==> config.mk <==
export PLATFORM = sky130hd
export DESIGN_NAME = playfield_store
export DESIGN_NICKNAME = d
export VERILOG_FILES = /design/src/design/tetromino_pkg.sv /design/src/design/playfield_store.sv
export SDC_FILE = /design/constraint.sdc
export NUM_CORES = 1
export LEC_CHECK = 0
export BUFFER_PORTS_ARGS = -buffer_cell sky130_fd_sc_hd__clkbuf_2
export CAP_MARGIN = 20
export CORE_MARGIN = 8
export CORE_UTILIZATION = 40
export CTS_CLUSTER_SIZE = 20
export DETAILED_ROUTE_END_ITERATION = 7
export GPL_TIMING_DRIVEN = 0
export PLACE_DENSITY = 0.7
export REMOVE_ABC_BUFFERS = 1
export SLEW_MARGIN = 20
export SYNTH_ARGS = -nofsm -noshare
export SYNTH_HDL_FRONTEND = slang
export SYNTH_SLANG_ARGS = --single-unit
==> constraint.sdc <==
create_clock -name clk -period 0.8 [get_ports clk]
set_input_delay 0.04 -clock clk [delete_from_list [all_inputs] [get_ports clk]]
set_output_delay 0.04 -clock clk [all_outputs]
set_load 0.05 [all_outputs]
==> src/design/tetromino_pkg.sv <==
// shared types for the tetromino action and ghost pipeline
// imported by every design module and by the testbench
package tetromino_pkg;

    // row and column coordinates, wrap modulo 32
    localparam int COORD_W = 5;

    typedef enum logic [2:0] {
        BLANK,
        I,
        O,
        T,
        J,
        L,
        S,
        Z
    } tile_type_t;

    // clockwise order, so +1 is a right turn
    typedef enum logic [1:0] {
        ORIENTATION_0,
        ORIENTATION_R,
        ORIENTATION_2,
        ORIENTATION_L
    } orientation_t;

    typedef struct packed {
        logic [COORD_W-1:0] row;
        logic [COORD_W-1:0] col;
        orientation_t       orientation;
    } piece_pos_t;

    typedef struct packed {
        tile_type_t         piece_type;
        logic [COORD_W-1:0] row;
        logic [COORD_W-1:0] col;
        orientation_t       orientation;
    } piece_t;

    // rows grow downward
    typedef struct packed {
        logic signed [2:0] dr;
        logic signed [2:0] dc;
    } offset_t;

    typedef offset_t [3:0] shape_t;

    typedef struct packed {
        piece_pos_t rotate_r;
        piece_pos_t rotate_l;
        piece_pos_t move_r;
        piece_pos_t move_l;
        piece_pos_t soft_drop;
    } action_set_t;

    typedef struct packed {
        logic [COORD_W-1:0] row;
        logic [COORD_W-1:0] col;
    } tile_pos_t;

    typedef tile_pos_t [3:0] ghost_t;

endpackage
==> src/design/playfield_store.sv <==
// occupancy of the locked playfield, one bit per cell
// rows are replaced one at a time, the whole board clears at once
`timescale 1ns/1ps

module playfield_store
    import tetromino_pkg::*;
#(
    parameter int ROWS = 20,
    parameter int COLS = 10
) (
    input  logic                       clk,
    input  logic                       arst_n,
    input  logic                       row_wr,
    input  logic                       board_clr,
    input  logic [COORD_W-1:0]         row_idx,
    input  logic [COLS-1:0]            row_bits,
    output logic [ROWS-1:0][COLS-1:0]  board
);

    // clear wins over a row write in the same cycle
    always_ff @(posedge clk or negedge arst_n) begin
        if (!arst_n) begin
            board <= '0;
        end else if (board_clr) begin
            board <= '0;
        end else if (row_wr) begin
            board[row_idx] <= row_bits;
        end
    end

    row_idx_in_range_a: assert property (@(posedge clk) disable iff (!arst_n)
        row_wr |-> row_idx < ROWS);

endmodule

**Word level (Yosys, flattened, before mapping)**

Cells that the tools add are included.

- Order comparisons: 2
- Mux-type cells: 5
- Reductions and logical operators: 2

Operator list:

| operator | number |
|---|---|
| 200-bit two-way mux | 2 |
| 200-bit bitwise mux | 1 |
| 10-bit demux with 5-bit select | 1 |
| 10-bit two-way mux | 1 |
| 5-bit by 6-bit less-than comparator with 1-bit output, second input constant | 1 |
| 5-bit by 1-bit greater-or-equal comparator with 1-bit output, second input constant | 1 |
| 2-bit nonzero test | 1 |
| 1-bit logical AND | 1 |

- Flip-flop bits (word level): 200
- Input bits: 19
- Output and inout port bits: 200
- Word-level logic and storage cells: 29

**Logic depth before layout (Yosys ltp)**

- Depth after elaboration: 7
- Mapped depth: 6
- Gate-level depth less buffers: 3

**Worst setup path before layout**

No wires, ideal clock.

- Kind: in2reg
- Start point: in row_idx[2]
- End point: reg board[6] (netlist name)
- Setup time: 0.080 ns
- Arrival time: 0.931 ns
- Required time: 0.720 ns
- Path slack: -0.210 ns
- Stages on the path: 4
- Buffers on the path: 1
- Cell sequence: nor4b_4 -> and2_1 -> buf_4 -> mux2i_1

- Longest elaborated chain between the ends: 7
- Elaborated cells between the ends (all ways): 8
- Those cells by class: order compare (2); mux (5); reduce/logical (1)

RTL lines:

| item | line | source |
|---|---|---|
| start: declaration | playfield_store.sv:15 | `input logic [COORD_W-1:0] row_idx,` |
| 5-bit by 6-bit less-than comparator with 1-bit output (implied by the code) or 5-bit by 1-bit greater-or-equal comparator with 1-bit output (tied branches) | playfield_store.sv:27 | `board[row_idx] <= row_bits;` |
| 1-bit logical AND (implied by the code) | playfield_store.sv:27 |  |
| 10-bit two-way mux (implied by the code) | playfield_store.sv:27 |  |
| 10-bit demux with 5-bit select * | playfield_store.sv:27 |  |
| 200-bit bitwise mux * | playfield_store.sv:27 |  |
| 200-bit two-way mux * | playfield_store.sv:26 | `end else if (row_wr) begin` |
| 200-bit two-way mux * | playfield_store.sv:24 | `end else if (board_clr) begin` |
| end signal: indexed assignment | playfield_store.sv:27 |  |
| end: declaration | playfield_store.sv:17 | `output logic [ROWS-1:0][COLS-1:0] board` |

Every way passes the cells marked *; elsewhere a longest branch is shown, timed or not. The select of a mux whose other input is x is not followed.
A chain may end at the register's enable or synchronous reset.

**Final worst setup path**

- Start point: reg board[137] (netlist name)
- End point: out board[137] (netlist name)

No word-level cell between the ends.

==> results by stage <==
Floorplan:
- The core region is 0.0218 mm^2.
- The initial standard-cell utilization of the core is 40.7%.
- The number of placement rows is 54.
- The floorplan step defined a die boundary enclosing 0.0272 mm^2.
- The I/O pin count is 219.
- In this run the horizontal extent of the chip is 165 um.
- The die is 165 um tall.

Finish:
- The library cells used most frequently in the layout, excluding fill and tap cells, are sky130_fd_sc_hd__dfrtp_1 (200), sky130_fd_sc_hd__buf_8 (200), sky130_fd_sc_hd__mux2i_1 (199).
- Once layout is complete, the cells apart from fillers number 1279.
- The register with the most flip-flops in the layout has 200 of them.
- Measured on the finished design, the core utilization comes to 64.7%.
- The antenna diode instance count is 0.
- In the final layout, the share of cells above drive strength 1 is 42.3%.
- The net count reported at finish is 1005.
- The register with the highest flop count is board.
- The signed area change from the synthesized netlist to the final layout is 59.0%.
- The largest registers in the layout are board x200.

Routing:
- In the final routed layout, each cell accounts on average for 23.5 um.
- The first-pass detailed-route iteration total is 6.
- Dividing the detail-routed via count by the number of cells gives 4.99.
- The post-detailed-route DRC marker count is 0.
- The first routing iteration left 415 violations.
- In this run the remaining antenna-violating nets after routing total 0.
- The final routed wirelength across all metal layers is 30100 um.
- The via total after detailed routing is 6388.

Critical path:
- The category of cells accounting for the largest share of critical-path delay is flip-flops.
- For this design, the slowest cell found on the critical path is sky130_fd_sc_hd__dfrtp_1.
- Along the worst path, the maximum fanout reaches 2.
- The worst path buffer plus inverter count is 1.
- The logic depth of the worst register-to-register path is 3.
- The data arrival at the endpoint of the critical path is 1030 ps.
- The startpoint of the lowest-slack register-to-register path is board[90]$_DFFE_PN0P_.
- STA classifies the critical path endpoint as a primary output.
- For the worst setup path, the data required time is 760 ps.
- The beginning of the critical path is board[137]$_DFFE_PN0P_.
- Walking the worst path, the cells encountered are buf_8.
- The maximum cell stage delay along the critical path is 430 ps.
- STA classifies the critical path startpoint as a register.
- The number of stages on the worst setup path is 1.
- The classification of the worst setup path is reg -> out.

Run status:
- The checks that failed: negative hold slack, negative setup slack.
- The flow ran to the end, but the final reports show violations.

Global routing:
- The via count of the first global-routing pass is 6804.
- The overall fraction of global-route tracks in use is 20.7%.
- Entering global routing, the biggest net connects 81 pins.
- The remaining global-route overflow is 0.
- The wire length of the first global-routing pass is 42300 um.
- The number of antenna violations at the first check in global routing is 0.

STA:
- The number of hold-slack violations in the final timing report is 123.
- For this run, the top clock speed supported by timing is 932 MHz.
- For the pin with the worst max-slew slack, the measured transition is 415 ps.
- The headroom to the max-slew limit is 72.3%.
- Hold timing on the final database bottoms out at a slack of -451 ps.
- The final period utilization is 134%.
- After layout, the worst setup slack is -273 ps.
- After layout, the minimum clock period comes to 1070 ps.
- The number of failing setup endpoints in the final timing report is 230.
- The number of pins with negative max-slew slack in the final report is 0.
- Setup repair after global routing could not meet its margin everywhere.
- For the final database, setup skew stands at 0 ps.

Yosys:
- The yosys synthesis warning count is 0.
- Summing the areas of all fa, ha and maj instances in the mapped netlist gives 0% of the synthesized area.
- The number of synthesized register bits is 200.
- The mux contribution to synthesized area is 22.5%.
- After synthesis, the largest family of logic cells by area is multiplexers.
- The average cell area after synthesis is 12.7 um^2.
- The count of unique library cells instantiated by Yosys is 22.
- The sequential-to-total area share from yosys stat is 56.3%.
- In the synthesized netlist, the number of instances is 701.
- The synthesized-area fraction occupied by ao, oa, aoi and oai cells is 0%.
- The synthesized netlist occupies a cell area of 0.00888 mm^2.
- The simple-gate share of the synthesized area is 18.0%.
- The synthesized netlist devotes 0% of its cell area to XOR and XNOR gates.

Power and ir drop:
- The design draws 20.8 mW.
- The power density over cell area is 1470 mW/mm^2.
- Registers are responsible for 49.3% of the overall power.
- The leakage component of the power is 7.85 nW.
- The part of the power in combinational logic is 9.6%.
- The internal portion of the total power is 15.4 mW.
- The part of the total power dissipated in the clock network is 41.2%.
- The maximum vdd drop is 1020 uV.
- The switching power summed over all nets is 5.39 mW.
- The switching portion of total power is 25.9%.

Worst hold path:
- The min-delay analysis places its worst path in the category in -> async.

Place:
- Routability-driven placement finished with a final weighted congestion of 0.698.
- Including well taps, the total number of placed cells is 1144.
- During placement, the flow inserted port buffers numbering 218.
- The wire-length estimate of the detail-placed layout is 15500 um.

Clock network:
- In this run the deepest clock path goes through 2 buffers.
- TritonCTS built the clock tree.
- Clock-pin slew was measured on the worst setup and hold paths at 80 ps.
- The later-pin clock latency in the skew report is 420 ps.
- The total CTS buffers is 17.
- The H-tree generated during clock tree synthesis spans 4 levels.
- The number of clock sinks is 200.
- Clock tree synthesis selected as its root buffer the cell sky130_fd_sc_hd__clkbuf_16.

Flow run:
- The max-capacitance violation count is 0.
==> cell type report <==
type	instances	area, um^2
clock inverters	11	116
fillers	1519	7700
well taps	280	350
clock buffers	21	450
flip-flops and latches	200	5000
multi-input cells	448	4090
repair buffers	319	4120
==> Yosys cell counts <==
master / n / share of area (%)
sky130_fd_sc_hd__and2_1: 1 / 0.070
sky130_fd_sc_hd__and2_4: 1 / 0.099
sky130_fd_sc_hd__and3_1: 1 / 0.070
sky130_fd_sc_hd__and3b_1: 1 / 0.099
sky130_fd_sc_hd__and4b_1: 1 / 0.11
sky130_fd_sc_hd__and4bb_2: 2 / 0.28
sky130_fd_sc_hd__buf_2: 2 / 0.11
sky130_fd_sc_hd__buf_4: 9 / 0.76
sky130_fd_sc_hd__buf_6: 3 / 0.38
sky130_fd_sc_hd__clkbuf_1: 45 / 1.9
sky130_fd_sc_hd__dfrtp_1: 200 / 56
sky130_fd_sc_hd__mux2i_1: 200 / 23
sky130_fd_sc_hd__nand2_1: 1 / 0.042
sky130_fd_sc_hd__nand2_2: 3 / 0.21
sky130_fd_sc_hd__nand2_4: 10 / 1.3
sky130_fd_sc_hd__nand2b_1: 210 / 15
sky130_fd_sc_hd__nand3_1: 4 / 0.23
sky130_fd_sc_hd__nand3b_1: 2 / 0.17
sky130_fd_sc_hd__nor2_2: 1 / 0.070
sky130_fd_sc_hd__nor2b_1: 2 / 0.14
sky130_fd_sc_hd__nor3_1: 1 / 0.056
sky130_fd_sc_hd__nor4b_4: 1 / 0.27
==> power groups by stage <==
| stage | logic, mW | registers (mW) | clock network (mW) |
|---|---|---|---|
| after floorplan | 0.465 | 10.7 | 0 |
| after global placement | 1.42 | 10.4 | 0 |
| after detailed placement | 1.47 | 10.4 | 0 |
| after CTS | 1.82 | 10.2 | 8.73 |
| after global routing | 2.09 | 10.3 | 9.14 |
| final | 1.99 | 10.2 | 8.57 |
==> final timing paths <==
path	to	slack, ps
worst max-delay path	board[137]	-270
worst min-delay path	board[80]$_DFFE_PN0P_	-450
worst max register to register	board[90]$_DFFE_PN0P_	-60
worst min register to register	board[81]$_DFFE_PN0P_	580
max in group asynchronous	board[183]$_DFFE_PN0P_	500
min in group clk	board[76]$_DFFE_PN0P_	60
==> stage by stage <==
stage	worst slack [ps]	TNS (ps)	hold WS, ps	instance area (um^2)
after floorplan	-836	-75990	-256	8600
after global placement	-4310	-1455350	527	10000
after detailed placement	-1540	-223910	15.7	10200
after CTS	-287	-52560	-451	13000
after global routing	-309	-57180	-441	14100
final	-273	-48500	-451	14100
==> repair_timing <==
action,CTS,global route
gates resized for setup,435,273
hold endpoints to repair,104,42
setup endpoints to repair,400,309
buffers inserted,34,72
cloned,7,1
pin swaps,3,1
==> logic make-up (layout without fill, tap and decap cells) <==
family,Yosys count,after routing
flip-flops,200,200
AND/OR/NAND/NOR,242,248
multiplexers,200,200
buffers and inverters,59,351
==> metal layers <==
layer | global-route usage [%] | up-vias | wire length, um
met1 | 26.0 | 3290 | 12400
li1 | - | 2878 | -
met4 | 5.61 | 0 | 538
met3 | 5.76 | 36 | 1940
met5 | 0 | - | 0
met2 | 34.3 | 184 | 15200
Power figures use the tool's default switching activity.
