===== src/design/tetromino_pkg.sv =====
// shared types for the tetromino action and ghost pipeline
// imported by every design module and by the testbench
package tetromino_pkg;

    // row and column coordinates, wrap modulo 32
    localparam int COORD_W = 5;

    typedef enum logic [2:0] {
        BLANK,
        I,
        O,
        T,
        J,
        L,
        S,
        Z
    } tile_type_t;

    // clockwise order, so +1 is a right turn
    typedef enum logic [1:0] {
        ORIENTATION_0,
        ORIENTATION_R,
        ORIENTATION_2,
        ORIENTATION_L
    } orientation_t;

    typedef struct packed {
        logic [COORD_W-1:0] row;
        logic [COORD_W-1:0] col;
        orientation_t       orientation;
    } piece_pos_t;

    typedef struct packed {
        tile_type_t         piece_type;
        logic [COORD_W-1:0] row;
        logic [COORD_W-1:0] col;
        orientation_t       orientation;
    } piece_t;

    // rows grow downward
    typedef struct packed {
        logic signed [2:0] dr;
        logic signed [2:0] dc;
    } offset_t;

    typedef offset_t [3:0] shape_t;

    typedef struct packed {
        piece_pos_t rotate_r;
        piece_pos_t rotate_l;
        piece_pos_t move_r;
        piece_pos_t move_l;
        piece_pos_t soft_drop;
    } action_set_t;

    typedef struct packed {
        logic [COORD_W-1:0] row;
        logic [COORD_W-1:0] col;
    } tile_pos_t;

    typedef tile_pos_t [3:0] ghost_t;

endpackage

===== src/design/ghost_render.sv =====
// second pipeline stage, places the shape at the landing row
// registers the ghost tiles, the hard-drop state and the result valid
`timescale 1ns/1ps

module ghost_render
    import tetromino_pkg::*;
#(
    parameter int ROWS = 20,
    parameter int COLS = 10
) (
    input  logic               clk,
    input  logic               arst_n,
    input  logic               s1_valid,
    input  piece_t             s1_piece,
    input  logic [COORD_W-1:0] s1_landing_row,
    output logic               result_valid,
    output piece_pos_t         hard_drop,
    output ghost_t             ghost
);

    shape_t shape;
    ghost_t tiles;

    piece_shape piece_shape_i (
        .piece_type  (s1_piece.piece_type),
        .orientation (s1_piece.orientation),
        .shape       (shape)
    );

    // offsets sign extended, sums wrap at 32
    always_comb begin
        for (int k = 0; k < 4; k++) begin
            tiles[k].row = s1_landing_row + {{(COORD_W-3){shape[k].dr[2]}}, shape[k].dr};
            tiles[k].col = s1_piece.col + {{(COORD_W-3){shape[k].dc[2]}}, shape[k].dc};
        end
    end

    always_ff @(posedge clk or negedge arst_n) begin
        if (!arst_n) begin
            result_valid <= 1'b0;
        end else begin
            result_valid <= s1_valid;
        end
    end

    always_ff @(posedge clk) begin
        hard_drop.row         <= s1_landing_row;
        hard_drop.col         <= s1_piece.col;
        hard_drop.orientation <= s1_piece.orientation;
        ghost                 <= tiles;
    end

    // board has to be addressable with the coordinate width
    initial begin
        assert (ROWS <= 2**COORD_W && COLS <= 2**COORD_W)
            else $fatal(1, "board size exceeds the coordinate range");
    end

    back_to_back_results_a: assert property (@(posedge clk) disable iff (!arst_n)
        result_valid && $past(result_valid) |-> $past(s1_valid, 1) && $past(s1_valid, 2));

endmodule


===== src/design/piece_shape.sv =====
// tile offsets of a tetromino for its type and orientation
// one table at orientation 0, turned clockwise as often as needed
`timescale 1ns/1ps

module piece_shape
    import tetromino_pkg::*;
(
    input  tile_type_t   piece_type,
    input  orientation_t orientation,
    output shape_t       shape
);

    shape_t base;

    function automatic offset_t ofs(input int dr, input int dc);
        offset_t o;
        o.dr = dr[2:0];
        o.dc = dc[2:0];
        return o;
    endfunction

    // listed tile 3 down to tile 0
    always_comb begin
        case (piece_type)
            T:       base = {ofs(-1, 0), ofs(0, 1), ofs(0, 0), ofs(0, -1)};
            J:       base = {ofs(-1, -1), ofs(0, 1), ofs(0, 0), ofs(0, -1)};
            L:       base = {ofs(-1, 1), ofs(0, 1), ofs(0, 0), ofs(0, -1)};
            S:       base = {ofs(-1, 1), ofs(-1, 0), ofs(0, 0), ofs(0, -1)};
            Z:       base = {ofs(0, 1), ofs(0, 0), ofs(-1, 0), ofs(-1, -1)};
            I:       base = {ofs(0, 1), ofs(0, 0), ofs(0, -1), ofs(0, -2)};
            O:       base = {ofs(-1, 0), ofs(-1, -1), ofs(0, 0), ofs(0, -1)};
            default: base = '0;
        endcase
    end

    // each clockwise step maps (dr,dc) to (dc,-dr)
    always_comb begin
        for (int k = 0; k < 4; k++) begin
            if (piece_type == O || piece_type == BLANK) begin
                shape[k] = base[k];
            end else begin
                case (orientation)
                    ORIENTATION_R: shape[k] = '{dr: base[k].dc, dc: -base[k].dr};
                    ORIENTATION_2: shape[k] = '{dr: -base[k].dr, dc: -base[k].dc};
                    ORIENTATION_L: shape[k] = '{dr: -base[k].dc, dc: base[k].dr};
                    default:       shape[k] = base[k];
                endcase
            end
        end
    end

endmodule


===== config.mk =====
export PLATFORM = sky130hd
export DESIGN_NAME = ghost_render
export DESIGN_NICKNAME = d
export VERILOG_FILES = /design/src/design/tetromino_pkg.sv /design/src/design/ghost_render.sv /design/src/design/piece_shape.sv
export SDC_FILE = /design/constraint.sdc
export NUM_CORES = 1
export LEC_CHECK = 0
export ABC_AREA = 1
export BUFFER_PORTS_ARGS = -buffer_cell sky130_fd_sc_hd__clkbuf_2
export CORE_UTILIZATION = 41
export CTS_CLUSTER_DIAMETER = 60
export DETAILED_ROUTE_END_ITERATION = 7
export GPL_TIMING_DRIVEN = 0
export PLACE_DENSITY_LB_ADDON = 0.15
export REMOVE_ABC_BUFFERS = 1
export SYNTH_ARGS = -nofsm -noshare
export SYNTH_HDL_FRONTEND = slang
export SYNTH_SLANG_ARGS = --single-unit

===== constraint.sdc =====
create_clock -name clk -period 0.8 [get_ports clk]
set_input_delay 0.16 -clock clk [delete_from_list [all_inputs] [get_ports clk]]
set_output_delay 0.16 -clock clk [all_outputs]
set_load 0.02 [all_outputs]

Yosys cells after proc, flatten, opt, wreduce, memory -nomap -nowiden
Cells that the tools add are included.

cells by class
  add/subtract/negate cells = 16
  $mul = 0
  div/mod/pow operators = 0
  $lt $le $gt $ge = 0
  equal/unequal tests = 10
  shift operators = 0
  mux-type cells = 9
  bitwise logic cells = 0
  reductions and logical operators = 2

operators with widths
  kind                                                  count
  case mux 24 bit (7 select lines)                      1
  case mux 6 bit (3 select lines)                       4
  adder 5 bit                                           8
  two-way mux 6 bit                                     4
  negator 3 bit                                         8
  equality test 3 bit (second input constant)           4
  equality test 3 x 2 -> 1 bit (second input constant)  2
  equality test 2 bit (second input constant)           2
  equality test 3 x 1 -> 1 bit (second input constant)  1
  logical NOT 3 bit                                     1
  equality test 2 x 1 -> 1 bit (second input constant)  1
  logical OR 1 bit                                      1

storage, ports and cells
  bits in registers = 53
  latch bits = 0
  memory bits (writable) = 0
  bits in read-only memories = 0
  output and inout port bits = 53
  word-level logic and storage cells = 49
  memories = 0

Depth between registers and ports, before layout
  depth in word-level cells = 6
  depth in mapped cells = 18
  gate-level depth less buffers = 17

By module
From an unflattened synthesis, not the netlist that was laid out.

unflattened totals
  cells, all modules = 399
  area, all modules = 3047.9 um^2

modules (own cells, without submodules)
  module        times used  cells an instance  area each (um^2)  sequential area each (um^2)
  ghost_render  1           297                2511.2            1066.0
  piece_shape   1           102                536.8             0.0

Worst setup path before layout
OpenSTA, ideal clock, no wires.

  path kind = input -> register
  start = in s1_piece[13] (netlist bit)
  end = reg ghost[29] (netlist bit)
  arrival time = 2.040 ns
  slack = -1.298 ns
  stages = 16
  buffers on the path = 1
  cells stage by stage = buf_2 -> inv_2 -> nand2_1 -> nand2_1 -> inv_1 -> ha_1 -> o21ai_0 -> o21ai_0 -> nand2_1 -> fa_1 -> nand3_1 -> nand2_1 -> nand2_1 -> nand2_1 -> nand3b_1 -> nand2_1

RTL lines
  item                  RTL line            source
  from (decl)           ghost_render.sv:14  input piece_t s1_piece,
  to (signal assigned)  ghost_render.sv:50  ghost <= tiles;
  to (decl)             ghost_render.sv:18  output ghost_t ghost

==> results by group <==
STA
  • Final setup viols: a little over 90
  • Period utilization: 237%
  • Final slew viol count: 0
  • Slew Limit Headroom: roughly three quarters
  • Hold Fails Final Rpt: 0
  • FMAX: roughly 530 MHz
  • Worst-Margin Slew: around 0.4 ns
  • Final worst setup slack: -1.10 ns
  • Post-layout min period: about 1.9 ns
  • RSZ-0062 raised after global routing: true

Worst setup path
  • Startpoint types: input pin
  • Crit Path Class: in2reg
  • Worst Path Required: 1.01 ns
  • CP Max Fanout: 5
  • Worst path arrival time: between 2 and 2.5 ns
  • CP Capture Type: flip-flop

Logic synthesis
  • Combinational family with the most area after synthesis: adder cells
  • Synth async-reset ratio: about 1.9%
  • Synth Area in Compound Gates: 7.85%
  • Avg Cell Area, Syn: around 9 um2
  • Yosys cell types: 25
  • Post-synth design cell area: roughly 2700 um2
  • Seq cells post-synth: 53
  • Number of flops mapped to enable cells by yosys: 0
  • Mux share of post-synthesis cell area: 0%
  • Ys Warns: 0
  • Top cells by area, synth: dfxtp_1 (39%), ha_1 (16%), nand2_1 (9.6%), xor2_1 (7.9%), fa_1 (6.0%)
  • Area leader, netlist: dfxtp_1
  • Seq/Total Area, Yosys: between 40% and 50%
  • Post-Synth Simple-Gate Area: around 18%
  • Synth Area in XOR/XNOR: 8.22%
  • Synth Flop Type: dfxtp_1
  • Synth Area in Adders: ~22%
  • Post-synth top area share: around two fifths
  • Cells after Synth: around 300

Global route
  • Overflow after GRT: 0
  • Number of global-route vias before repair: around 2400
  • Largest net degree at the start of global routing: 17
  • Initial antenna violation count: 0
  • First-pass GRT wire length: ~11 mm
  • GRT Util Overall: 22.0%

Routing
  • Drt drc: 0
  • WL per Instance: approximately 19 um
  • Post-route ant nets: 0
  • Routed vias: ~2700
  • Drt pass-1 iters: 4
  • Vias per cell: approximately 5.4
  • Routed WL: 9.53 mm
  • 1st-iter DRT viols: roughly 160

Layout
  • Share of cells above drive strength 1: around three quarters
  • Area Growth Syn to Fin: 97.5%
  • # nets final: 492
  • Most frequent cells in the layout: buf_8 (54), dfxtp_2 (52), nand2_1 (33)
  • Final Non-Filler Cells: about 500
  • Most common cell after layout, fill and taps aside: buf_8
  • # diodes: 0
  • Final Core Density: between 80% and 90%

Floorplanning
  • Die Footprint: 6820 um2
  • DIE HEIGHT: between 80 and 90 um
  • Rows: 28
  • I/O pin cnt: 76
  • Die X: about 83 um
  • Initial Util: between 40 and 50%
  • Core area: approximately 6100 um2

CTS
  • CTS Buf Count: 5
  • Bufs on Longest Clock Path: 2
  • CTS root buffer: clkbuf_8
  • CTS sink count: 53
  • Clock Pin Slew Worst Setup and Hold Paths: approximately 0.1 ns
  • H-tree Lvls: 2
  • CTS tree: yes

Place
  • Port-buffer cells: 70
  • HPWL after DPL: roughly 4.2 mm
  • Placed insts: approximately 440
  • Routability Congestion: ~0.85

Pwr
  • PwrDens: between 1500 and 2000 nW/um2
  • Peak VDD IR: ~1.3 mV
  • Leak: between 0.002 and 0.0025 uW

Status
  • Status: finished, violations left
  • Failing checks: negative setup slack

Run
  • Max_cap viols: 0

Worst hold path
  • Worst Hold Class: in2reg
-- metrics by stage --
step / hold WS (ns) / TNS, ns / total power, uW / setup slack (ns) / cell area (um2)
finish: 0.0161 / -32.41 / 9700 / -1.10 / 5260
global placement: -0.0655 / -44.11 / 5630 / -1.69 / 3100
CTS: 0.00694 / -28.73 / 8660 / -0.878 / 4580
floorplan: -0.136 / -26.72 / 4870 / -1.23 / 2650
detailed placement: -0.0633 / -44.12 / 5650 / -1.69 / 3100
global route: 0.00467 / -35.15 / 10200 / -1.18 / 5260
-- worst paths after layout --
path                              start                      to  slack, ns  cells past startpoint
worst max-delay path       s1_piece[13]       ghost[34]$_DFF_P_      -1.10                     20
worst min-delay path        s1_piece[6]    hard_drop[6]$_DFF_P_       0.02                      1
max in group asynchronous        arst_n  result_valid$_DFF_PN0_       0.57                      2
min in group asynchronous        arst_n  result_valid$_DFF_PN0_       0.15                      2
-- state kept, by name, summed over array words and instances (netlist names) --
signal,cells
ghost,40
result_valid,1
hard_drop,12
-- synth_stat cells (all sizes together), types with 2 or more instances --
master	n
inv	27
nand4	2
xor2	24
ha	34
o21ai	13
fa	8
a21oi	22
nor2	9
dfxtp	52
nand2	71
nand3	26
-- where the power goes --
group | internal (uW) | total, uW | switching (uW)
Sequential | 3240 | 3560 | 323
Combinational | 2440 | 4620 | 2180
Clock | 607 | 1520 | 917
Total | 6290 | 9700 | 3420
-- layout make-up --
class	instances	area, um2
repair buffers	126	1490
well taps	75	93.8
clock inverters	3	17.5
multi-input cells	214	2280
inverters	27	171
fillers	269	837
clock buffers	5	68.8
flip-flops and latches	53	1130
-- critical path, cell delays in order --
cell,delay (ns)
clkbuf_16,0.14
clkinv_8,0.06
buf_8,0.13
nor2_4,0.14
inv_2,0.06
nand2_2,0.08
buf_6,0.10
nand2_2,0.05
nand2_2,0.09
nand2_2,0.08
inv_4,0.13
ha_4,0.23
a21oi_4,0.13
nand2_1,0.09
nand2_1,0.10
nand2_2,0.07
inv_2,0.05
nand3_2,0.06
nand2_1,0.11
inv_1,0.05
-- per-layer routing --
layer  GRT usage [%]  share of wire [%]
met1            28.0                 41
met2            37.2                 49
met3            3.85                6.1
met4            7.93                3.6
met5               0                  0
-- kinds of logic (layout without fill, tap and decap cells) --
kind of cell    after synthesis  after routing
compound gates               38             38
xor+xnor                     25             25
fa+ha+maj                    42             42
buf+inv                      29            161
flops                        53             53
simple gates                109            109
-- what timing repair did --
| item | in CTS | in global routing |
|---|---|---|
| hold endpoints to repair | 3 | 0 |
| cloned | 0 | 0 |
| resized for setup | 296 | 160 |
| pin swaps | 60 | 70 |
| buffers inserted | 31 | 26 |
| hold buffers | 3 | 0 |
| setup endpoints to repair | 93 | 93 |
Power figures use the tool's default switching activity.
