**src/design/tetromino_pkg.sv**
```systemverilog
// shared types for the tetromino action and ghost pipeline
// imported by every design module and by the testbench
package tetromino_pkg;

    // row and column coordinates, wrap modulo 32
    localparam int COORD_W = 5;

    typedef enum logic [2:0] {
        BLANK,
        I,
        O,
        T,
        J,
        L,
        S,
        Z
    } tile_type_t;

    // clockwise order, so +1 is a right turn
    typedef enum logic [1:0] {
        ORIENTATION_0,
        ORIENTATION_R,
        ORIENTATION_2,
        ORIENTATION_L
    } orientation_t;

    typedef struct packed {
        logic [COORD_W-1:0] row;
        logic [COORD_W-1:0] col;
        orientation_t       orientation;
    } piece_pos_t;

    typedef struct packed {
        tile_type_t         piece_type;
        logic [COORD_W-1:0] row;
        logic [COORD_W-1:0] col;
        orientation_t       orientation;
    } piece_t;

    // rows grow downward
    typedef struct packed {
        logic signed [2:0] dr;
        logic signed [2:0] dc;
    } offset_t;

    typedef offset_t [3:0] shape_t;

    typedef struct packed {
        piece_pos_t rotate_r;
        piece_pos_t rotate_l;
        piece_pos_t move_r;
        piece_pos_t move_l;
        piece_pos_t soft_drop;
    } action_set_t;

    typedef struct packed {
        logic [COORD_W-1:0] row;
        logic [COORD_W-1:0] col;
    } tile_pos_t;

    typedef tile_pos_t [3:0] ghost_t;

endpackage
```
**src/design/action_decode.sv**
```systemverilog
// rotate, move and soft-drop candidates of the falling piece
// delayed two cycles so they line up with the ghost result
`timescale 1ns/1ps

module action_decode
    import tetromino_pkg::*;
(
    input  logic        clk,
    input  logic        arst_n,
    input  piece_t      req_piece,
    output action_set_t actions
);

    action_set_t cand;
    action_set_t stage1;

    always_comb begin
        cand.rotate_r.row         = req_piece.row;
        cand.rotate_r.col         = req_piece.col;
        cand.rotate_r.orientation = orientation_t'(req_piece.orientation + 2'd1);

        cand.rotate_l.row         = req_piece.row;
        cand.rotate_l.col         = req_piece.col;
        cand.rotate_l.orientation = orientation_t'(req_piece.orientation - 2'd1);

        // columns wrap, validity is judged elsewhere
        cand.move_r.row           = req_piece.row;
        cand.move_r.col           = req_piece.col + 5'd1;
        cand.move_r.orientation   = req_piece.orientation;

        cand.move_l.row           = req_piece.row;
        cand.move_l.col           = req_piece.col - 5'd1;
        cand.move_l.orientation   = req_piece.orientation;

        cand.soft_drop.row         = req_piece.row + 5'd1;
        cand.soft_drop.col         = req_piece.col;
        cand.soft_drop.orientation = req_piece.orientation;
    end

    always_ff @(posedge clk or negedge arst_n) begin
        if (!arst_n) begin
            stage1  <= '0;
            actions <= '0;
        end else begin
            stage1  <= cand;
            actions <= stage1;
        end
    end

endmodule

```
**config.mk**
```make
export PLATFORM = sky130hd
export DESIGN_NAME = action_decode
export DESIGN_NICKNAME = d
export VERILOG_FILES = /design/src/design/tetromino_pkg.sv /design/src/design/action_decode.sv
export SDC_FILE = /design/constraint.sdc
export NUM_CORES = 1
export LEC_CHECK = 0
export ABC_AREA = 1
export BUFFER_PORTS_ARGS = -buffer_cell sky130_fd_sc_hd__buf_2
export CAP_MARGIN = 10
export CORE_ASPECT_RATIO = 0.6
export CORE_MARGIN = 4
export CORE_UTILIZATION = 44
export CTS_BUF_LIST = sky130_fd_sc_hd__clkbuf_4
export DETAILED_ROUTE_END_ITERATION = 10
export PLACE_DENSITY = 0.87
export SYNTH_ARGS = -nofsm -noshare
export SYNTH_HDL_FRONTEND = slang
export SYNTH_SLANG_ARGS = --single-unit
export TNS_END_PERCENT = 30
```
**constraint.sdc**
```tcl
create_clock -name clk -period 0.8 [get_ports clk]
set_input_delay 0.16 -clock clk [delete_from_list [all_inputs] [get_ports clk]]
set_output_delay 0.16 -clock clk [all_outputs]
set_load 0.05 [all_outputs]
```
* Yosys cells after proc, flatten, opt, wreduce, memory -nomap -nowiden
Cells that the tools add are included.
Word-level totals: word-level logic and storage cells 21, output and inout port bits 60, flip-flop bits (word level) 62, bits of input ports 17
Cells by class: add/subtract/negate cells 5
Operators by type and width (count):
- adder 5 x 1 -> 5 bit (second input constant) | 2
- subtractor 5 x 1 -> 5 bit (second input constant) | 1
- adder 2 x 1 -> 2 bit (second input constant) | 1
- subtractor 2 x 1 -> 2 bit (second input constant) | 1

* Longest topological paths before layout
Gate-level depths: netlist of run 1.
word-level depth 1, mapped depth 5, mapped depth without buffers 5

* Worst setup path after synthesis of run 1
OpenSTA, ideal clock, no wires.
kind flip-flop to output port, start register actions[19] (netlist name), end output actions[31] in the netlist's numbering, path slack -283 ps, cell stages (with the launch flop) 2, required time 640 ps, arrival 923 ps, cells stage by stage dfrtp_1 buf_4
RTL lines:
- end: declaration | line action_decode.sv:11 | output action_set_t actions

* Worst setup path in the final report of run 1
start register actions[20] in the netlist's numbering, end output actions[20] in the netlist's numbering
RTL lines:
- start signal: assignment | line action_decode.sv:46 | actions <= stage1;
No word-level cell between the ends.

==> impl_results.md, run 1 <==
- Crit path arrival time: between 1 and 1.5 ns
- Largest net degree at the start of global routing: 24
- Final Worst Setup Slack: -0.369 ns
- Die height: around 59 um
- # DRC: 0
- Setup TNS: -20.17 ns
- Fin area: 0.00288 sq mm
- CP Capture Type: output port
- Total GRT Usage: between 10 and 15%
- Clock transition at path regs: ~0.090 ns
- Pre-antenna DRT Iters: 4
- WP data required: about 0.64 ns
- Top post-synthesis cells by area: dfrtp_1 (75%), buf_4 (12%), nand2_1 (2.7%)
- Crit-path cells: buf_4
- Cell variety after synth: 11
- Via-per-instance ratio: 4.19
- CTS tree: built
- Initial antenna violation count: 0
- Synth Area in Compound Gates: 0%
- Bufs and invs on worst path: 1
- Synth warn: 0
- Inserted Clock Buffers: 9
- Gate Count Post-Synth: approximately 130
- Mean Syn Cell Area: between 10 and 15 sq um
- Crit-path max FO: 4
- Post-route ant nets: 0
- Period utilization: 146%
- Status: finished, violations left
- Final Net Count: between 200 and 250
- Max-cap violation count: 0
- Post-CTS Repair Setup Buffers: 0
- RePlAce Congestion: around 0.65
- Root Driver: clkbuf_4
- RSZ-0062 raised after global routing: true
- Dominant cell type by area after synthesis: dfrtp_1
- Hpwl dp: 2130 um
- WL/cell: 12.4 um
- Main combinational cell family by area after synthesis: buffers and inverters
- CP Launch Type: flip-flop
- Critical path class: flip-flop to output port
- Simple-gate area share of the yosys netlist: 6.48%
- Fin Clk Skew: 0.00936 ns
- Worst-Skew Late Latency: a little under 0.4 ns
- Starting Density: a little under half
- Max Slew Vio Count: 0
- Total power per unit cell area: ~2400 mW/mm^2
- Grt total ovfl: 0
- Hold Crit Class: primary input to flip-flop
- Max rail drop VDD: 0.00162 V
- Core ar.: between 0.004 and 0.005 sq mm
- Synth Cell Area: between 0.0015 and 0.002 sq mm
- Post-Syn Nets: about 150
- CTS Sinks: 58
- Slew @ Worst Pin: slightly below 0.3 ns
- Share of layout cells above drive strength 1: between 50% and 60%
- Fin cells: 270
- Final wirelength: about 3300 um
- Vias in the first global route: approximately 1200
- Mux contribution to synthesized area: 0%
- Critical-path top delay cell: dfrtp_2
- XOR/XNOR share of the synthesized area: approximately 1.8%
- IO Count: between 70 and 80
- Placed Cells: about 240
- H-tree depth: 3
- Layout area overhead: 49.1%
- Die width: 93.5 um
- Placed Area: approximately 0.0022 sq mm
- Die Area: between 0.005 and 0.006 sq mm
- Worst hold slack: around 0.043 ns
- #FFs+latches synth: 58
- Final Util: 69.1%
- Max_slew headroom: 80.2%
- Seq/Total Area, Yosys: 75.2%
- Hold Vio Cnt, Final: 0
- Diode count: 0
- PortBufs: 73
- Post-synth top area share: between 70% and 80%
- Post-Synth Adder-Cell Area: approximately 1.9%
- CTS Buffer Depth: 2
- Final min period: 1.17 ns
- Via total after detailed routing: 1130
- Setup Viol. Count Final: 60
- Iter 0 DRT Violations: 18
- Crit path largest cell delay: roughly 0.43 ns
- Crit-path leading delay family: flip-flops
- Failing checks: setup timing
- First-pass GRT wire length: 5550 um
- Lkg Pwr: around 1.4 nW
- Fmax: between 800 and 900 MHz
- Row count: 18
[final timing paths]
path                                            start  slack [ns]                    end  depth (start not counted)
min in group asynchronous                      arst_n        0.18   actions[1]$_DFF_PN0_                          2
worst min-delay path                     req_piece[3]        0.04   stage1[39]$_DFF_PN0_                          2
worst max register to register   stage1[42]$_DFF_PN0_        0.31   actions[6]$_DFF_PN0_                          0
worst min register to register   stage1[13]$_DFF_PN0_        0.35   actions[1]$_DFF_PN0_                          0
max in group asynchronous                      arst_n        0.19  actions[21]$_DFF_PN0_                          3
worst max-delay path            actions[20]$_DFF_PN0_       -0.37            actions[20]                          1
[Yosys cell counts]
master,number
ha_1,3
nor2_2,1
buf_6,1
nand2_1,14
dfrtp_1,58
nand4_1,4
xor2_1,4
buf_4,31
nor2_4,1
inv_1,10
nand3_1,6
[what timing repair did]
| item | 4_1_cts | 5_1_grt |
|---|---|---|
| gates resized for setup | 111 | 7 |
| setup endpoints to repair | 60 | 63 |
| hold buffers | 13 | 0 |
| hold endpoints to repair | 76 | 0 |
[placed cells by master, fill, tap and decap left out]
cell type	Yosys	routed
buf_12	0	2
buf_2	0	13
buf_4	31	10
buf_6	1	55
bufinv_16	0	2
clkbuf_4	0	12
clkinv_1	0	2
dfrtp_1	58	44
dfrtp_2	0	14
dlygate4sd3_1	0	11
dlymetal6s4s_1	0	2
ha_1	3	3
inv_1	10	10
nand2_1	14	14
nand3_1	6	6
nand4_1	4	4
nor2_2	1	1
nor2_4	1	1
xor2_1	4	3
xor2_2	0	1
[routing by layer]
metal,GRT usage [%],up-vias,wire length (um),part of all wire (%)
met5,0,-,0,0
met4,4.38,0,31,0.93
met3,9.64,6,372,11
met2,24.2,52,1810,54
met1,13.7,543,1130,34
li1,-,529,-,-
[report_power, final]
| part | switching, mW | internal (mW) | total [mW] |
|---|---|---|---|
| clock | 0.947 | 1.36 | 2.30 |
| combinational | 0.895 | 0.479 | 1.37 |
| sequential | 0.105 | 3.14 | 3.24 |
| total | 1.95 | 4.97 | 6.92 |
[state kept, by name, summed over array words and instances, names as in the netlist]
| signal | count |
|---|---|
| actions | 29 |
| stage1 | 29 |
[cell families after synthesis]
logic type	after synthesis
flip-flops	58
buffers and inverters	42
AND/OR/NAND/NOR	26
XOR/XNOR	4
adder cells (fa/ha/maj)	3
[stage by stage]
step / setup slack, ns / power, mW
4_1_cts: -0.398 / 7.01
3_3_place_gp: -0.0125 / 4.34
2_1_floorplan: -0.102 / 4.18
5_1_grt: -0.443 / 7.28
6_report: -0.369 / 6.92
3_5_place_dp: -0.0265 / 4.36
[cell type report]
type	instances	area [sq um]
inverters	10	37.5
fillers	291	1290
repair buffers	93	935
multi-input cells	33	205
clock inverters	4	67.6
well taps	60	75.1
flip-flops and latches	58	1470
clock buffers	12	90.1
Note: power is estimated with default switching activity, not from simulation.
==> run 2, diff against run 1 <==
SETUP_SLACK_MARGIN = 0.4   (was default)
==> impl_results.md, run 2 (same netlist as run 1, synthesis figures left out) <==
- Hold Vio Cnt, Final: 68 (was 0)
- Inserted Clock Buffers: 9 (unchanged)
- CP Capture Type: output port (unchanged)
- RePlAce Congestion: 0.766 (was 0.653)
- Critical path class: flip-flop to output port (unchanged)
- CTS tree: built (unchanged)
- Most common cell after layout, fill and taps aside: buf_6 (unchanged)
- Period utilization: 149% (was 146%)
- Lkg Pwr: 1.34 nW (was 1.43 nW)
- Post-route ant nets: 0 (unchanged)
- Bufs and invs on worst path: 1 (unchanged)
- Row count: 18 (unchanged)
- Crit-path leading delay family: flip-flops (unchanged)
- Total power per unit cell area: 2440 mW/mm^2 (was 2400 mW/mm^2)
- # DRC: 0 (unchanged)
- Grt total ovfl: 0 (unchanged)
- Setup Viol. Count Final: 60 (unchanged)
- Fmax: 840 MHz (was 855 MHz)
- Iter 0 DRT Violations: 49 (was 18)
- Crit-path cells: buf_4 (unchanged)
- Register Area: 0.00147 sq mm (unchanged)
- Crit path arrival time: 1.03 ns (was 1.01 ns)
- Worst hold slack: -0.363 ns (was 0.0428 ns)
- Critical-path top delay cell: dfrtp_2 (unchanged)
- Final Worst Setup Slack: -0.391 ns (was -0.369 ns)
- Largest registers: actions (29), stage1 (29) (unchanged)
- Max_slew headroom: 78.9% (was 80.2%)
- First-pass GRT wire length: 5400 um (was 5550 um)
- Die height: 59.3 um (unchanged)
- H-tree depth: 3 (unchanged)
- Root Driver: clkbuf_4 (unchanged)
- IO Count: 77 (unchanged)
- Commonest non-fill, non-tap cells in the layout: buf_6 (54), dfrtp_1 (44), nand2_1 (14), dfrtp_2 (14) (was buf_6 (55), dfrtp_1 (44), nand2_1 (14), dfrtp_2 (14), buf_2 (13))
- Crit-path max FO: 4 (unchanged)
- WL/cell: 13.4 um (was 12.4 um)
- Placed Cells: 242 (was 241)
- Hold Crit Class: primary input to asynchronous set/reset pin (was primary input to flip-flop)
- Final min period: 1.19 ns (was 1.17 ns)
- Slew @ Worst Pin: 0.316 ns (was 0.297 ns)
- WP data required: 0.64 ns (about the same)
- Starting Density: 46.3% (unchanged)
- Area of the multi-input gates: 210 sq um (was 205 sq um)
- Status: finished, violations left (unchanged)
- Total GRT Usage: 14.1% (was 14.0%)
- Share of layout cells above drive strength 1: 58.6% (was 52.9%)
- Via-per-instance ratio: 4.26 (was 4.19)
- Final wirelength: 3450 um (was 3350 um)
- Die width: 93.5 um (unchanged)
- CP Launch Point: actions[19]$_DFF_PN0_ (was actions[20]$_DFF_PN0_)
- Via total after detailed routing: 1098 (was 1130)
- Setup TNS: -20.82 ns (was -20.17 ns)
- RSZ-0062 raised after global routing: true (unchanged)
- CTS Buffer Depth: 2 (unchanged)
- CP Launch Type: flip-flop (unchanged)
- Die Area: 0.00555 sq mm (unchanged)
- Reg2reg start: stage1[21]$_DFF_PN0_ (was stage1[42]$_DFF_PN0_)
- Post-CTS Repair Setup Buffers: 0 (unchanged)
- Pre-antenna DRT Iters: 4 (unchanged)
- Layout area overhead: 41.3% (was 49.1%)
- Hpwl dp: 2220 um (was 2130 um)
- Failing checks: hold timing, setup timing (was setup timing)
- Max rail drop VDD: 0.00146 V (was 0.00162 V)
- Final Net Count: 213 (was 225)
- Core ar.: 0.00417 sq mm (unchanged)
- Fin Clk Skew: 0.00658 ns (was 0.00936 ns)
- Diode count: 0 (unchanged)
- Max Slew Vio Count: 0 (unchanged)
- Fill cell count: 303 (was 291)
- Clock transition at path regs: 0.11 ns (was 0.09 ns)
- Worst-Skew Late Latency: 0.40 ns (was 0.39 ns)
- Crit path largest cell delay: 0.44 ns (was 0.43 ns)
- CTS Sinks: 58 (unchanged)
- Vias in the first global route: 1155 (was 1196)
- Initial antenna violation count: 0 (unchanged)
- Fin cells: 258 (was 270)
- Largest net degree at the start of global routing: 25 (was 24)
- PortBufs: 73 (unchanged)
- Max-cap violation count: 0 (unchanged)
run 2: cell types whose count changed in the layout (fill, tap and decap cells not counted), sizes merged:
cell          delta
buf              +1
bufinv           -1
clkbuf           -3
clkinvlp         +3
dlygate4sd3     -11
dlymetal6s4s     -2
inv              +1
run 2: layer usage:
layer / vias up / track usage (%) / routed length [um]
li1: 506 / - / -
met1: 533 / 13.3 / 1180
met2: 55 / 22.7 / 1750
met3: 4 / 11.7 / 490
met4: 0 / 5.43 / 38
met5: - / 0 / 0
run 2: repair_timing:
item                                    CTS  global route
resized for setup                        99            19
endpoints found under the setup margin   90            90
pin swaps                                 1             0
endpoints found under the hold margin    78            76
cloned                                    0             0
run 2: worst paths after layout:
path / slack (ns) / to / depth (start not counted)
min in group clk: -0.11 / stage1[13]$_DFF_PN0_ / 1
worst min register to register: 0.35 / actions[18]$_DFF_PN0_ / 0
worst max register to register: 0.31 / actions[21]$_DFF_PN0_ / 0
worst max-delay path: -0.39 / actions[55] / 1
worst min-delay path: -0.36 / stage1[16]$_DFF_PN0_ / 1
max in group asynchronous: 0.72 / actions[3]$_DFF_PN0_ / 2
run 2: layout make-up:
class / instances / area share (%)
clock buffers: 9 / 2.48
multi-input cells: 33 / 7.70
well taps: 60 / 2.75
clock inverters: 7 / 2.89
inverters: 10 / 1.38
repair buffers: 81 / 29.0
flip-flops and latches: 58 / 53.8
run 2: power by group:
part,switching (mW),total (mW),internal [mW]
registers,0.108,3.24,3.14
logic,0.891,1.32,0.431
clock network,1.11,2.08,0.969
run 2: metrics by stage:
| stage | util (%) | worst slack [ns] | total power, mW | area, sq um |
|---|---|---|---|---|
| 3_3_place_gp | 53.2 | -0.0291 | 4.34 | 2220 |
| 3_5_place_dp | 53.2 | -0.0879 | 4.36 | 2220 |
| 4_1_cts | 64.0 | -0.415 | 6.70 | 2670 |
| 6_report | 65.5 | -0.391 | 6.65 | 2730 |
| 2_1_floorplan | - | -0.102 | 4.22 | 2120 |
| 5_1_grt | 65.5 | -0.468 | 6.99 | 2730 |
==> run 3, diff against run 2 <==
CELL_PAD_IN_SITES_DETAIL_PLACEMENT = 1   (was default)
CELL_PAD_IN_SITES_GLOBAL_PLACEMENT = 2   (was default)
CORE_UTILIZATION = 29   (was 44)
PLACE_DENSITY = 0.88   (was 0.87)
TNS_END_PERCENT = default   (was 30)
==> impl_results.md, run 3 (same netlist as run 1, synthesis figures left out) <==
- Fin area: 0.00284 sq mm (was 0.00273 sq mm)
- Crit-path leading delay family: flip-flops (unchanged)
- Max rail drop VDD: 0.00100 V (was 0.00146 V)
- Commonest non-fill, non-tap cells in the layout: buf_6 (60), dfrtp_2 (29), dfrtp_1 (29) (was buf_6 (54), dfrtp_1 (44), nand2_1 (14), dfrtp_2 (14))
- Crit-path max FO: 4 (unchanged)
- Share of layout cells above drive strength 1: 68.2% (was 58.6%)
- Sequential share of power: 49.9% (was 48.8%)
- Die height: 71.2 um (was 59.3 um)
- Grt total ovfl: 0 (unchanged)
- Iter 0 DRT Violations: 18 (was 49)
- Fin cells: 279 (was 258)
- Inserted Clock Buffers: 9 (unchanged)
- First-pass GRT wire length: 6110 um (was 5400 um)
- Internal power: 4.54 mW (about the same)
- Clock transition at path regs: 0.09 ns (was 0.11 ns)
- Pre-antenna DRT Iters: 3 (was 4)
- Worst-Skew Late Latency: 0.38 ns (was 0.40 ns)
- Starting Density: 30.8% (was 46.3%)
- Max_slew headroom: 80.1% (was 78.9%)
- RSZ-0062 raised after global routing: true (unchanged)
- Max Slew Vio Count: 0 (unchanged)
- WP data required: 0.64 ns (about the same)
- Layout area overhead: 47.3% (was 41.3%)
- Final min period: 1.17 ns (was 1.19 ns)
- Status: finished, violations left (unchanged)
- Bufs and invs on worst path: 1 (unchanged)
- Core ar.: 0.00628 sq mm (was 0.00417 sq mm)
- CP Launch Type: flip-flop (unchanged)
- Critical-path top delay cell: dfrtp_2 (unchanged)
- Setup Viol. Count Final: 60 (unchanged)
- Most common cell after layout, fill and taps aside: buf_6 (unchanged)
- Row count: 22 (was 18)
- Final Worst Setup Slack: -0.371 ns (was -0.391 ns)
- Hold Crit Class: primary input to asynchronous set/reset pin (unchanged)
- CTS Buffer Depth: 2 (unchanged)
- Lkg Pwr: 1.33 nW (was 1.34 nW)
- WL/cell: 13.4 um (about the same)
- Diode count: 0 (unchanged)
- Reg2reg start: stage1[49]$_DFF_PN0_ (was stage1[21]$_DFF_PN0_)
- CP Capture Type: output port (unchanged)
- Critical path class: flip-flop to output port (unchanged)
- Crit-path cells: buf_6 (was buf_4)
- Final Net Count: 211 (was 213)
- Die Area: 0.00807 sq mm (was 0.00555 sq mm)
- Fin Clk Skew: 0.00736 ns (was 0.00658 ns)
- Initial antenna violation count: 0 (unchanged)
- Die width: 113 um (was 93.5 um)
- Placed Area: 0.00234 sq mm (was 0.00222 sq mm)
- Slew @ Worst Pin: 0.299 ns (was 0.316 ns)
- # DRC: 0 (unchanged)
- Failing checks: hold timing, setup timing (unchanged)
- CTS tree: built (unchanged)
- Fmax: 854 MHz (was 840 MHz)
- DP Worst Slack: -0.111 ns (was -0.0879 ns)
- Via-per-instance ratio: 3.89 (was 4.26)
- Max-cap violation count: 0 (unchanged)
- Net Switching: 1.97 mW (was 2.11 mW)
- RePlAce Congestion: 0.666 (was 0.766)
- Root Driver: clkbuf_4 (unchanged)
- IO Count: 77 (unchanged)
- Largest net degree at the start of global routing: 59 (was 25)
- Sw Ratio: 30.2% (was 31.7%)
- Total power per unit cell area: 2290 mW/mm^2 (was 2440 mW/mm^2)
- Hpwl dp: 2530 um (was 2220 um)
- CTS Sinks: 58 (unchanged)
- Via total after detailed routing: 1084 (was 1098)
- Post-route ant nets: 0 (unchanged)
- Crit path arrival time: 1.01 ns (was 1.03 ns)
- Largest registers: actions (29), stage1 (29) (unchanged)
- Comb pwr share: 21.1% (was 19.9%)
- H-tree depth: 3 (unchanged)
- Final wirelength: 3750 um (was 3450 um)
- Total GRT Usage: 10.2% (was 14.1%)
- Crit path largest cell delay: 0.46 ns (was 0.44 ns)
- Worst reg-to-reg path cell count: 0 (unchanged)
- PortBufs: 73 (unchanged)
- Hold Vio Cnt, Final: 68 (unchanged)
- Clock Power Share: 29.0% (was 31.3%)
- Vias in the first global route: 1188 (was 1155)
- Worst hold slack: -0.236 ns (was -0.363 ns)
- Placed Cells: 264 (was 242)
- Period utilization: 146% (was 149%)
- Reg2Reg Setup Slack: 0.30 ns (was 0.31 ns)
- R2r endpoint: actions[49]$_DFF_PN0_ (was actions[21]$_DFF_PN0_)
[run 3: repair_timing]
item	CTS	global route
setup endpoints to repair	96	92
setup buffers	0	0
pin swaps	0	1
hold endpoints to repair	76	71
gates resized for setup	104	21
[run 3: how the worst max path moves through the flow]
| stage | from | cells past startpoint | endpoint | slack (ns) |
|---|---|---|---|---|
| 2_1_floorplan | actions[19]$_DFF_PN0_ | 1 | actions[31] | -0.10 |
| 6_report | actions[20]$_DFF_PN0_ | 1 | actions[32] | -0.37 |
| 5_1_grt | actions[22]$_DFF_PN0_ | 1 | actions[22] | -0.44 |
| 3_3_place_gp | req_piece[3] | 4 | stage1[16]$_DFF_PN0_ | -0.08 |
| 4_1_cts | actions[21]$_DFF_PN0_ | 1 | actions[45] | -0.41 |
| 3_5_place_dp | req_piece[3] | 6 | stage1[17]$_DFF_PN0_ | -0.11 |
[run 3: area by class of cell]
| cell class | instances | area (sq um) |
|---|---|---|
| sequential | 58 | 1490 |
| timing repair buffer | 79 | 806 |
| multi-input combinational | 33 | 260 |
| clock inverter | 5 | 47.5 |
| inverter | 10 | 62.6 |
| clock buffer | 10 | 75.1 |
| tap | 84 | 105 |
| fill | 623 | 3430 |
[run 3: per-layer routing]
metal,global-route usage (%),vias up,wire [um]
met3,6.07,6,333
met4,4.67,0,42
met1,11.3,538,1440
met5,0,-,0
li1,-,495,-
met2,15.9,45,1930
[run 3: through the flow]
| step | utilization (%) | total power, mW | setup TNS [ns] |
|---|---|---|---|
| global placement | 37.3 | 4.41 | -0.371 |
| CTS | 44.2 | 6.64 | -23.24 |
| finish | 45.3 | 6.51 | -19.76 |
| global route | 45.3 | 6.89 | -24.20 |
| detailed placement | 37.3 | 4.43 | -0.561 |
| floorplan | - | 4.26 | -2.83 |
[run 3: power groups by stage]
stage                     combinational [mW]  sequential, mW  clock [mW]
after global routing                    1.45            3.28        2.16
after detailed placement                1.16            3.27           0
final                                   1.37            3.25        1.89
after floorplan                        0.603            3.66           0
after global placement                  1.15            3.26           0
after CTS                               1.36            3.25        2.03
